`src/verilog/mulDefines.svh`:
```
// Multiply unit widths, depths and credit totals
// Shared by the packages and the RTL modules of the multiply unit

`ifndef MUL_DEFINES_SVH
`define MUL_DEFINES_SVH

// operand and result word
`define MUL_DATA_WIDTH 32
// cycles from request acceptance to queue write (at least 3)
`define MUL_PIPE_DEPTH 4
// result queue slots and the upstream credit total
`define MUL_QUEUE_DEPTH 8
// downstream credits held after reset
`define MUL_RSP_CREDITS 4
`define MUL_TAG_WIDTH 4

`endif

```
`src/verilog/mulOpPkg.sv`:
```
// Multiply operation types
// Operation encoding of the M-extension multiplies and the operand words

`default_nettype none

`include "mulDefines.svh"

package mulOpPkg;

    // same encoding as funct3[1:0] of the multiply instructions
    typedef enum logic [1:0] {
        opMul    = 2'b00,
        opMulh   = 2'b01,
        opMulhsu = 2'b10,
        opMulhu  = 2'b11
    } mulOpT;

    typedef logic [`MUL_DATA_WIDTH-1:0] mulDataT;

    // operand with one extra sign bit
    typedef logic signed [`MUL_DATA_WIDTH:0] mulExtT;

endpackage

`default_nettype wire

```
`src/verilog/mulFlowPkg.sv`:
```
// Multiply unit flow control types
// Tags, credit counters and the response record held in the result queue

`default_nettype none

`include "mulDefines.svh"

package mulFlowPkg;
    import mulOpPkg::*;

    typedef logic [`MUL_TAG_WIDTH-1:0] mulTagT;

    typedef logic [$clog2(`MUL_QUEUE_DEPTH + 1)-1:0] creditCntT;

    typedef struct packed {
        mulTagT  tag;
        mulDataT data;
    } mulRspT;

endpackage

`default_nettype wire

```
`src/verilog/mulIssueIf.sv`:
```
// Multiply issue interface
// Carries an accepted request from the control block to operand preparation

`timescale 1ns/1ps
`default_nettype none

interface mulIssueIf
    import mulOpPkg::*, mulFlowPkg::*;
();
    logic    valid;
    mulOpT   op;
    mulTagT  tag;
    mulDataT srcA;
    mulDataT srcB;

    modport issuer (output valid, output op, output tag, output srcA, output srcB);

    modport prep (input valid, input op, input tag, input srcA, input srcB);

endinterface

`default_nettype wire

```
`src/verilog/mulOperandIf.sv`:
```
// Multiply operand interface
// Carries extended operands and sideband into the multiply pipeline

`timescale 1ns/1ps
`default_nettype none

interface mulOperandIf
    import mulOpPkg::*, mulFlowPkg::*;
();
    logic   valid;
    mulTagT tag;
    // result comes from the upper word of the product
    logic   highHalf;
    mulExtT extA;
    mulExtT extB;

    modport source (output valid, output tag, output highHalf, output extA, output extB);

    modport sink (input valid, input tag, input highHalf, input extA, input extB);

endinterface

`default_nettype wire

```
`src/verilog/mulOperandPrep.sv`:
```
// Multiply operand preparation
// Extends both operands by one bit, signed or unsigned by operation,
// and registers them with valid and tag as the first pipeline stage

`timescale 1ns/1ps
`default_nettype none

`include "mulDefines.svh"

module mulOperandPrep
    import mulOpPkg::*;
(
    input wire logic   clk,
    input wire logic   rstN,
    mulIssueIf.prep    issue,
    mulOperandIf.source operand
);
    logic   signA;
    logic   signB;
    mulExtT extA;
    mulExtT extB;

    // srcA signed for MULH and MULHSU, srcB only for MULH
    always_comb begin
        signA = (issue.op == opMulh) || (issue.op == opMulhsu);
        signB = (issue.op == opMulh);
        extA = {signA & issue.srcA[`MUL_DATA_WIDTH-1], issue.srcA};
        extB = {signB & issue.srcB[`MUL_DATA_WIDTH-1], issue.srcB};
    end

    always_ff @(posedge clk) begin
        if (!rstN) begin
            operand.valid <= 1'b0;
        end else begin
            operand.valid <= issue.valid;
        end
    end

    always_ff @(posedge clk) begin
        operand.tag      <= issue.tag;
        operand.highHalf <= (issue.op != opMul);
        operand.extA     <= extA;
        operand.extB     <= extB;
    end

endmodule

`default_nettype wire

```
`src/verilog/mulPipelinedCore.sv`:
```
// Pipelined signed 33x33 multiply
// Registers the product, carries it with valid, tag and half select
// through the remaining stages, and picks the result word at the end

`timescale 1ns/1ps
`default_nettype none

`include "mulDefines.svh"

module mulPipelinedCore
    import mulOpPkg::*, mulFlowPkg::*;
#(
    parameter int stageCount = `MUL_PIPE_DEPTH - 1
) (
    input wire logic  clk,
    input wire logic  rstN,
    mulOperandIf.sink operand,
    output logic      push,
    output mulRspT    pushData
);
    localparam int prodWidth = 2 * `MUL_DATA_WIDTH + 2;
    localparam int last = stageCount - 1;

    if (stageCount < 2) begin : gStageCheck
        $error("mulPipelinedCore needs stageCount of 2 or more");
    end

    logic signed [prodWidth-1:0] product;
    logic signed [prodWidth-1:0] prodReg [stageCount];
    mulTagT                      tagReg [stageCount];
    logic [stageCount-1:0]       validReg;
    logic [stageCount-1:0]       highReg;

    // both operands are signed, so this is a signed multiply
    assign product = operand.extA * operand.extB;

    always_ff @(posedge clk) begin
        if (!rstN) begin
            validReg <= '0;
        end else begin
            validReg <= {validReg[stageCount-2:0], operand.valid};
        end
    end

    always_ff @(posedge clk) begin
        prodReg[0] <= product;
        tagReg[0]  <= operand.tag;
        highReg    <= {highReg[stageCount-2:0], operand.highHalf};
        for (int i = 1; i < stageCount; i++) begin
            prodReg[i] <= prodReg[i-1];
            tagReg[i]  <= tagReg[i-1];
        end
    end

    // queue write happens on the edge after the last stage
    assign push = validReg[last];

    always_comb begin
        pushData.tag  = tagReg[last];
        pushData.data = highReg[last] ? prodReg[last][2*`MUL_DATA_WIDTH-1:`MUL_DATA_WIDTH]
                                      : prodReg[last][`MUL_DATA_WIDTH-1:0];
    end

endmodule

`default_nettype wire

```
`src/verilog/mulResultQueue.sv`:
```
// In-order result queue
// Circular buffer of finished responses with an occupancy count

`timescale 1ns/1ps
`default_nettype none

`include "mulDefines.svh"

module mulResultQueue
    import mulFlowPkg::*;
#(
    parameter type payloadT = mulRspT,
    parameter int  depth = `MUL_QUEUE_DEPTH
) (
    input wire logic    clk,
    input wire logic    rstN,
    input wire logic    push,
    input wire payloadT pushData,
    input wire logic    pop,
    output logic        notEmpty,
    output payloadT     headData
);
    localparam int ptrWidth = (depth > 1) ? $clog2(depth) : 1;

    typedef logic [ptrWidth-1:0] ptrT;
    typedef logic [$clog2(depth + 1)-1:0] countT;

    payloadT mem [depth];
    ptrT     rdPtr;
    ptrT     wrPtr;
    countT   count;

    function automatic ptrT nextPtr(input ptrT ptr);
        return (ptr == ptrT'(depth - 1)) ? '0 : ptr + 1'b1;
    endfunction

    assign notEmpty = (count != '0);
    assign headData = mem[rdPtr];

    always_ff @(posedge clk) begin
        if (!rstN) begin
            rdPtr <= '0;
            wrPtr <= '0;
            count <= '0;
        end else begin
            if (push) wrPtr <= nextPtr(wrPtr);
            if (pop) rdPtr <= nextPtr(rdPtr);
            count <= count + countT'(push) - countT'(pop);
        end
    end

    always_ff @(posedge clk) begin
        if (push) mem[wrPtr] <= pushData;
    end

    // upstream credits must keep the queue from overflowing
    noPushWhenFull: assert property (@(posedge clk) disable iff (!rstN)
        push |-> count < countT'(depth));
    noPopWhenEmpty: assert property (@(posedge clk) disable iff (!rstN) pop |-> notEmpty);

endmodule

`default_nettype wire

```
`src/verilog/mulFlowControl.sv`:
```
// Multiply unit flow control
// Accepts requests against upstream credits, drains the result queue
// against downstream credits and returns an upstream credit per response

`timescale 1ns/1ps
`default_nettype none

`include "mulDefines.svh"

module mulFlowControl
    import mulOpPkg::*, mulFlowPkg::*;
(
    input wire logic    clk,
    input wire logic    rstN,
    input wire logic    reqValid,
    input wire mulOpT   reqOp,
    input wire mulTagT  reqTag,
    input wire mulDataT reqSrcA,
    input wire mulDataT reqSrcB,
    input wire logic    rspCredit,
    mulIssueIf.issuer   issue,
    input wire logic    notEmpty,
    input wire mulRspT  headData,
    output logic        pop,
    output logic        rspValid,
    output mulTagT      rspTag,
    output mulDataT     rspData,
    output logic        reqCredit
);
    creditCntT rspCreditCnt;
    // slots held by the issuer, in flight or queued
    creditCntT slotsCommitted;

    // slot was reserved by the issuer's credit, so accept right away
    assign issue.valid = reqValid;
    assign issue.op    = reqOp;
    assign issue.tag   = reqTag;
    assign issue.srcA  = reqSrcA;
    assign issue.srcB  = reqSrcB;

    assign pop = notEmpty && (rspCreditCnt != '0);

    always_ff @(posedge clk) begin
        if (!rstN) begin
            rspValid       <= 1'b0;
            reqCredit      <= 1'b0;
            rspCreditCnt   <= creditCntT'(`MUL_RSP_CREDITS);
            slotsCommitted <= '0;
        end else begin
            rspValid       <= pop;
            reqCredit      <= pop;
            rspCreditCnt   <= rspCreditCnt + creditCntT'(rspCredit) - creditCntT'(pop);
            slotsCommitted <= slotsCommitted + creditCntT'(reqValid) - creditCntT'(reqCredit);
        end
    end

    always_ff @(posedge clk) begin
        if (pop) begin
            rspTag  <= headData.tag;
            rspData <= headData.data;
        end
    end

    noIssueWithoutCredit: assert property (@(posedge clk) disable iff (!rstN)
        reqValid |-> slotsCommitted < creditCntT'(`MUL_QUEUE_DEPTH));
    // consumer returns no more than it granted
    rspCreditBound: assert property (@(posedge clk) disable iff (!rstN)
        rspCredit |=> rspCreditCnt <= creditCntT'(`MUL_RSP_CREDITS));

endmodule

`default_nettype wire

```
`src/verilog/mulExecUnit.sv`:
```
// Integer multiply execution unit
// Credit-controlled MUL/MULH/MULHSU/MULHU pipeline with in-order results

`timescale 1ns/1ps
`default_nettype none

`include "mulDefines.svh"

module mulExecUnit
    import mulOpPkg::*, mulFlowPkg::*;
(
    input wire logic    clk,
    input wire logic    rstN,
    input wire logic    reqValid,
    input wire mulOpT   reqOp,
    input wire mulTagT  reqTag,
    input wire mulDataT reqSrcA,
    input wire mulDataT reqSrcB,
    output logic        reqCredit,
    output logic        rspValid,
    output mulTagT      rspTag,
    output mulDataT     rspData,
    input wire logic    rspCredit
);
    logic   push;
    logic   pop;
    logic   notEmpty;
    mulRspT pushData;
    mulRspT headData;

    mulIssueIf   issueBus ();
    mulOperandIf operandBus ();

    mulFlowControl flowControl (
        .clk, .rstN, .reqValid, .reqOp, .reqTag, .reqSrcA, .reqSrcB, .rspCredit,
        .issue(issueBus.issuer), .notEmpty, .headData, .pop,
        .rspValid, .rspTag, .rspData, .reqCredit
    );

    mulOperandPrep operandPrep (.clk, .rstN, .issue(issueBus.prep), .operand(operandBus.source));

    // prep register takes one of the MUL_PIPE_DEPTH cycles
    mulPipelinedCore #(.stageCount(`MUL_PIPE_DEPTH - 1)) pipelinedCore (
        .clk, .rstN, .operand(operandBus.sink), .push, .pushData
    );

    mulResultQueue #(.payloadT(mulRspT), .depth(`MUL_QUEUE_DEPTH)) resultQueue (
        .clk, .rstN, .push, .pushData, .pop, .notEmpty, .headData
    );

endmodule

`default_nettype wire

```
`config.mk`:
```
export PLATFORM = sky130hd
export DESIGN_NAME = mulExecUnit
export DESIGN_NICKNAME = d
export VERILOG_FILES = /design/src/verilog/mulOpPkg.sv /design/src/verilog/mulFlowPkg.sv /design/src/verilog/mulIssueIf.sv /design/src/verilog/mulOperandIf.sv /design/src/verilog/mulOperandPrep.sv /design/src/verilog/mulPipelinedCore.sv /design/src/verilog/mulResultQueue.sv /design/src/verilog/mulFlowControl.sv /design/src/verilog/mulExecUnit.sv
export VERILOG_INCLUDE_DIRS = /design/src /design/src/verilog
export SDC_FILE = /design/constraint.sdc
export NUM_CORES = 2
export LEC_CHECK = 0
export BUFFER_PORTS_ARGS = -buffer_cell sky130_fd_sc_hd__buf_2
export CAP_MARGIN = 20
export CORE_ASPECT_RATIO = 1.25
export CORE_MARGIN = 3
export CORE_UTILIZATION = 50
export CTS_CLUSTER_SIZE = 24
export DETAILED_ROUTE_END_ITERATION = 10
export PLACE_DENSITY = 0.77
export SYNTH_ARGS = -nofsm -noshare
export SYNTH_HDL_FRONTEND = slang
export SYNTH_SLANG_ARGS = --single-unit
```
`constraint.sdc`:
```
create_clock -name clk -period 8 [get_ports clk]
set_input_delay 1.6 -clock clk [delete_from_list [all_inputs] [get_ports clk]]
set_output_delay 1.6 -clock clk [all_outputs]
set_load 0.005 [all_outputs]
```
======== Yosys cells after proc, flatten, opt, wreduce, memory -nomap -nowiden ========
Memories as Yosys holds them, arrays and structs flattened. A register that Yosys moved wholly into a read port is not among the register bits.
Cells that the tools add are included.
word-level totals
  RAM bits ................................ 498
  memories ................................ 3
  output and inout bits ................... 38
  flip-flop bits (word level) ............. 93
operators by class
  equality and inequality tests ........... 4
  bitwise operators ....................... 2
  multiplexer cells ....................... 5
  add/sub/neg operators ................... 6
  reduce and logical (&&, ||, !) cells .... 5
  $mul .................................... 1
memory list
  memory                 depth  width  rd ports  clocked after Yosys merged registers in  wr ports  line                    text
  resultQueue.mem        8      36     1         1                                        1         mulResultQueue.sv:28    payloadT mem [depth];
  pipelinedCore.prodReg  3      66     3         0                                        3         mulPipelinedCore.sv:29  logic signed [prodWidth-1:0] prodReg [stageCount];
  pipelinedCore.tagReg   3      4      3         0                                        3         mulPipelinedCore.sv:30  mulTagT tagReg [stageCount];
operators with widths
  cell                 count
  $mul 33x33->66       1
  $mux 32              1
  $add 4x1->4          2
  $reduce_bool 4->1    2
  $sub 4x1->4          2
  $add 3x1->3 const B  2
  $eq 3x3->1 const B   2
  $mux 3               2
  $and 1x1->1          2
  $eq 2x1->1 const B   1
  $eq 2x2->1 const B   1
  $mux 1               2
  $reduce_bool 2->1    1
  $logic_and 1x1->1    1
  $logic_or 1x1->1     1

======== Depth between registers and ports, before layout ========
  depth after elaboration ................. 3
  mapped depth ............................ 28
  mapped depth without buffers ............ 26

======== Modules after synthesis ========
From an unflattened synthesis, not the netlist that was laid out.
second synthesis, totals
  cell total of the unflattened synthesis .. 5109
  area, all modules ....................... 58119.5 sq um
modules (own cells, without submodules)
  module            area each (sq um)  times used  cells each  sequential area each (sq um)
  mulPipelinedCore  42978.7            1           4404        4204.0
  mulResultQueue    11735.0            1           487         8908.5
  mulFlowControl    1909.3             1           138         1181.1
  mulOperandPrep    1496.4             1           80          1441.4

======== Least setup slack after synthesis ========
OpenSTA, ideal clock, no wires.
  path kind ............................... register to register
  from .................................... register operandPrep.operand.extA[32]
  to ...................................... memory pipelinedCore.prodReg[0][63] in the netlist's numbering
  buffers on the path ..................... 2
  cell stages (with the launch flop) ...... 27
  arrival ................................. 7.400 ns
  setup slack ............................. 0.528 ns
  required time ........................... 7.928 ns
  path through ............................ dfxtp_1 > clkbuf_1 > nand2_1 > inv_1 > fa_1 > fa_1 > fa_1 > fa_1 > inv_1 > fa_1 > inv_1 > fa_1 > fa_1 > inv_1 > fa_1 > inv_1 > ha_1 > clkbuf_1 > a21o_1 > a21oi_1 > o21bai_1 > a21o_1 > a21oi_1 > o21ai_0 > nor3b_1 > a221oi_2 > xnor2_1
RTL lines
  what             line                    text
  start, declared  mulOperandIf.sv:17      modport source (output valid, output tag, output highHalf, output extA, output extB);
  end, declared    mulPipelinedCore.sv:29

==> results.txt <==
Register area share after synthesis: 27.42%
Mapped Cells: 5029
EDFF count, synth: 324
GRT Resource Usage Total: 24.98%
Reg2Reg Depth: 28
Layout cells sized above 1: 12.48%
Fin crit period: 7.679 ns
CTS H-Tree Depth: 2
Clock transition at path regs: 0.07 ns
Met1 wire length: 50550 um
Drt wl/cell: 21.18 um
Status: complete, no violations
Worst reg2reg setup slack: 0.32 ns
GPL Wtd Cong: 0.9428
R2R Path End: pipelinedCore.prodReg[0][59]$_DFF_P_
Met2 wire length: 73080 um
Hold endpoint: pipelinedCore.prodReg[0][70]$_DFF_P_
CTS max path bufs: 3
Starting DRT DRC Count: 2462
Hold depth: 0
Post-synthesis net count: 6458
Dpl cell area: 0.06096 mm2
Most common cell after layout, fill and taps aside: fa_1
Hold Path Class: reg -> reg
Layout Skew: 0.07088 ns
Vias: 36170
Root buf cell: clkbuf_16
Residual DRC: 0
FMAX: 130.2 MHz
Post-Place Worst Slack: 0.1509 ns
Synthesized flop and latch total: 621
Avg Vias per Cell: 5.371
Crit path arrival time: 8.24 ns
Row Count: 138
Fin crit share: 95.98%
DRT Pass-1 Iters: 5
Post-synthesis cell area: 0.05718 mm2
CP required: 8.56 ns
Setup TNS: 0 ns
Hpwl dp: 108400 um
Setup violators final: 0
Cell Count, Final, Fillers Out: 6735
Final WL: 142700 um
Most frequent cells in the layout: fa_1 (1127), inv_1 (1114), nand2_1 (561)
CTS Buf Count: 60
Clk_lat worst skew: 0.69 ns
Yosys cell types: 69
Total Nets Final: 6641
IO Pins: 112
Final Hold Vio Count: 0
Max FO, Critical Path: 11
Hold-fix buffers, CTS: 0
RSZ-0062 raised after global routing: false
Area Overhead vs Synth: 10.49%
Congestion Overflow GR: 0
Top_reg_cell synth: edfxtp_1
Vias in the first global route: 40930
Max-slew violations: 0
Crit path kind: reg -> reg
Post-route cell area: 0.06317 mm2
CTS tree: built
Slew margin rel.: 24.87%
Starting density of the core: 50.40%
Met3 Wirelength: 9753 um
PortBufs: 111
Worst-margin pin slew: 1.125 ns
Startpoint types: flop
Die ar.: 0.1185 mm2
CORE AREA: 0.1134 mm2
CP max stage delay: 0.53 ns
Clk sinks: 621
Crit path top cell by count: fa_1
CP endpoint kind: flop
Max layer used: met4
Syn Area/Cell: 11.37 um2
Async S/R FF share, synth: 0%
Largest net degree at the start of global routing: 75
Post-CTS Setup Bufs: 0
Die X: 308.5 um
Max Cap Viol: 0
Die Height: 384.1 um
Antenna-violating nets left: 0
Initial antenna violation count: 1
Global-route wire length before repair: 225900 um
R2R Path Start: operandPrep.operand.extB[1]$_DFF_P_
CP max-delay cell: fa_1
Min-delay src: pipelinedCore.prodReg[0][4]$_DFF_P_
Setup slack after layout: 0.3215 ns
Ys Warns: 0
Placed Cells: 6620
sequential cells by signal, summed over array words and instances, names as in the netlist:
| name | flops |
|---|---|
| resultQueue.mem | 288 |
| pipelinedCore.prodReg | 192 |
| operandPrep.operand.extA | 33 |
| operandPrep.operand.extB | 33 |
| flowControl.rspData | 32 |
| pipelinedCore.tagReg | 12 |
| flowControl.rspCreditCnt | 4 |
| flowControl.rspTag | 4 |
| operandPrep.operand.tag | 4 |
| resultQueue.count | 4 |
| pipelinedCore.highReg | 3 |
| pipelinedCore.validReg | 3 |
| resultQueue.rdPtr | 3 |
| resultQueue.wrPtr | 3 |
| flowControl.rspValid | 1 |
| operandPrep.operand.highHalf | 1 |
| operandPrep.operand.valid | 1 |
synth_stat cells, drive strengths merged, types with 3 or more instances:
master / instances / share of area, %
xnor2: 54 / 0.83
nand2: 562 / 3.7
a221oi: 4 / 0.11
and2: 555 / 6.1
a31oi: 6 / 0.066
a21oi: 55 / 0.50
o21bai: 11 / 0.14
a211oi: 9 / 0.14
edfxtp: 324 / 17
buf: 14 / 0.098
nor2b: 37 / 0.40
a21boi: 4 / 0.053
nand2b: 15 / 0.16
xor2: 25 / 0.38
nor3: 9 / 0.079
mux2i: 6 / 0.11
inv: 1114 / 7.3
ha: 228 / 5.0
clkbuf: 226 / 1.5
dfxtp: 297 / 10
mux2: 68 / 1.3
nand4: 10 / 0.11
o21ai: 37 / 0.34
nor3b: 4 / 0.053
o21a: 13 / 0.17
and3: 12 / 0.13
o211ai: 4 / 0.053
nand3: 8 / 0.070
nor2: 46 / 0.30
a311oi: 3 / 0.057
a21o: 38 / 0.50
fa: 1127 / 39
mux4: 72 / 2.8
how the worst max path moves through the flow:
stage | start | endpoint | cells past startpoint
after floorplan | operandPrep.operand.extA[32]$_DFF_P_ | pipelinedCore.prodReg[0][63]$_DFF_P_ | 26
after global placement | operandPrep.operand.extA[16]$_DFF_P_ | pipelinedCore.prodReg[0][53]$_DFF_P_ | 26
after detailed placement | operandPrep.operand.extA[16]$_DFF_P_ | pipelinedCore.prodReg[0][53]$_DFF_P_ | 26
after CTS | operandPrep.operand.extA[16]$_DFF_P_ | pipelinedCore.prodReg[0][53]$_DFF_P_ | 26
after global routing | operandPrep.operand.extA[25]$_DFF_P_ | pipelinedCore.prodReg[0][53]$_DFF_P_ | 26
final | operandPrep.operand.extB[1]$_DFF_P_ | pipelinedCore.prodReg[0][59]$_DFF_P_ | 28
cell families after synthesis:
kind of cell    Yosys count  synth area share [%]
xor+xnor                 79                 1.210
mux                     146                 4.280
simple gates           1270                 11.24
flops                   621                 27.42
buf+inv                1354                 8.896
compound gates          204                 2.508
fa+ha+maj              1355                 44.45
what timing repair did:
| item | CTS | global route |
|---|---|---|
| endpoints found under the setup margin | 0 | 8 |
| endpoints found under the hold margin | 0 | 0 |
| gates resized for setup | 0 | 12 |
cell type report:
cell class | instances | area, um2
Multi-Input combinational cell | 3054 | 36490
Sequential cell | 621 | 15700
Fill cell | 9108 | 50270
Clock inverter | 44 | 551.8
Tap cell | 1470 | 1839
Clock buffer | 70 | 1643
Timing Repair Buffer | 361 | 2770
Antenna cell | 1 | 2.502
Inverter | 1114 | 4182
stage by stage:
stage	util [%]	hold slack, ns
after global placement	53.74	0.3102
final	55.69	0.2761
after CTS	55.67	0.2686
after global routing	55.69	0.2834
after floorplan	-	0.3096
after detailed placement	53.74	0.3121
critical path: cells and delay by family, from the launching register on:
family                   cells  cell delay (ns)
flip-flops                   1             0.31
AND/OR/NAND/NOR              3             0.59
adder cells (fa/ha/maj)      9             4.41
buffers and inverters       10             1.05
AO/OA/AOI/OAI                6             1.15
per-layer routing:
layer | vias up | track usage, %
li1 | 15390 | -
met3 | 509 | 3.943
met1 | 18670 | 28.96
met5 | - | 0
met4 | 0 | 14.30
met2 | 1603 | 44.01
Power is not shown: default switching activity piles up to over one toggle a cycle in this logic, so the estimate is an artifact.
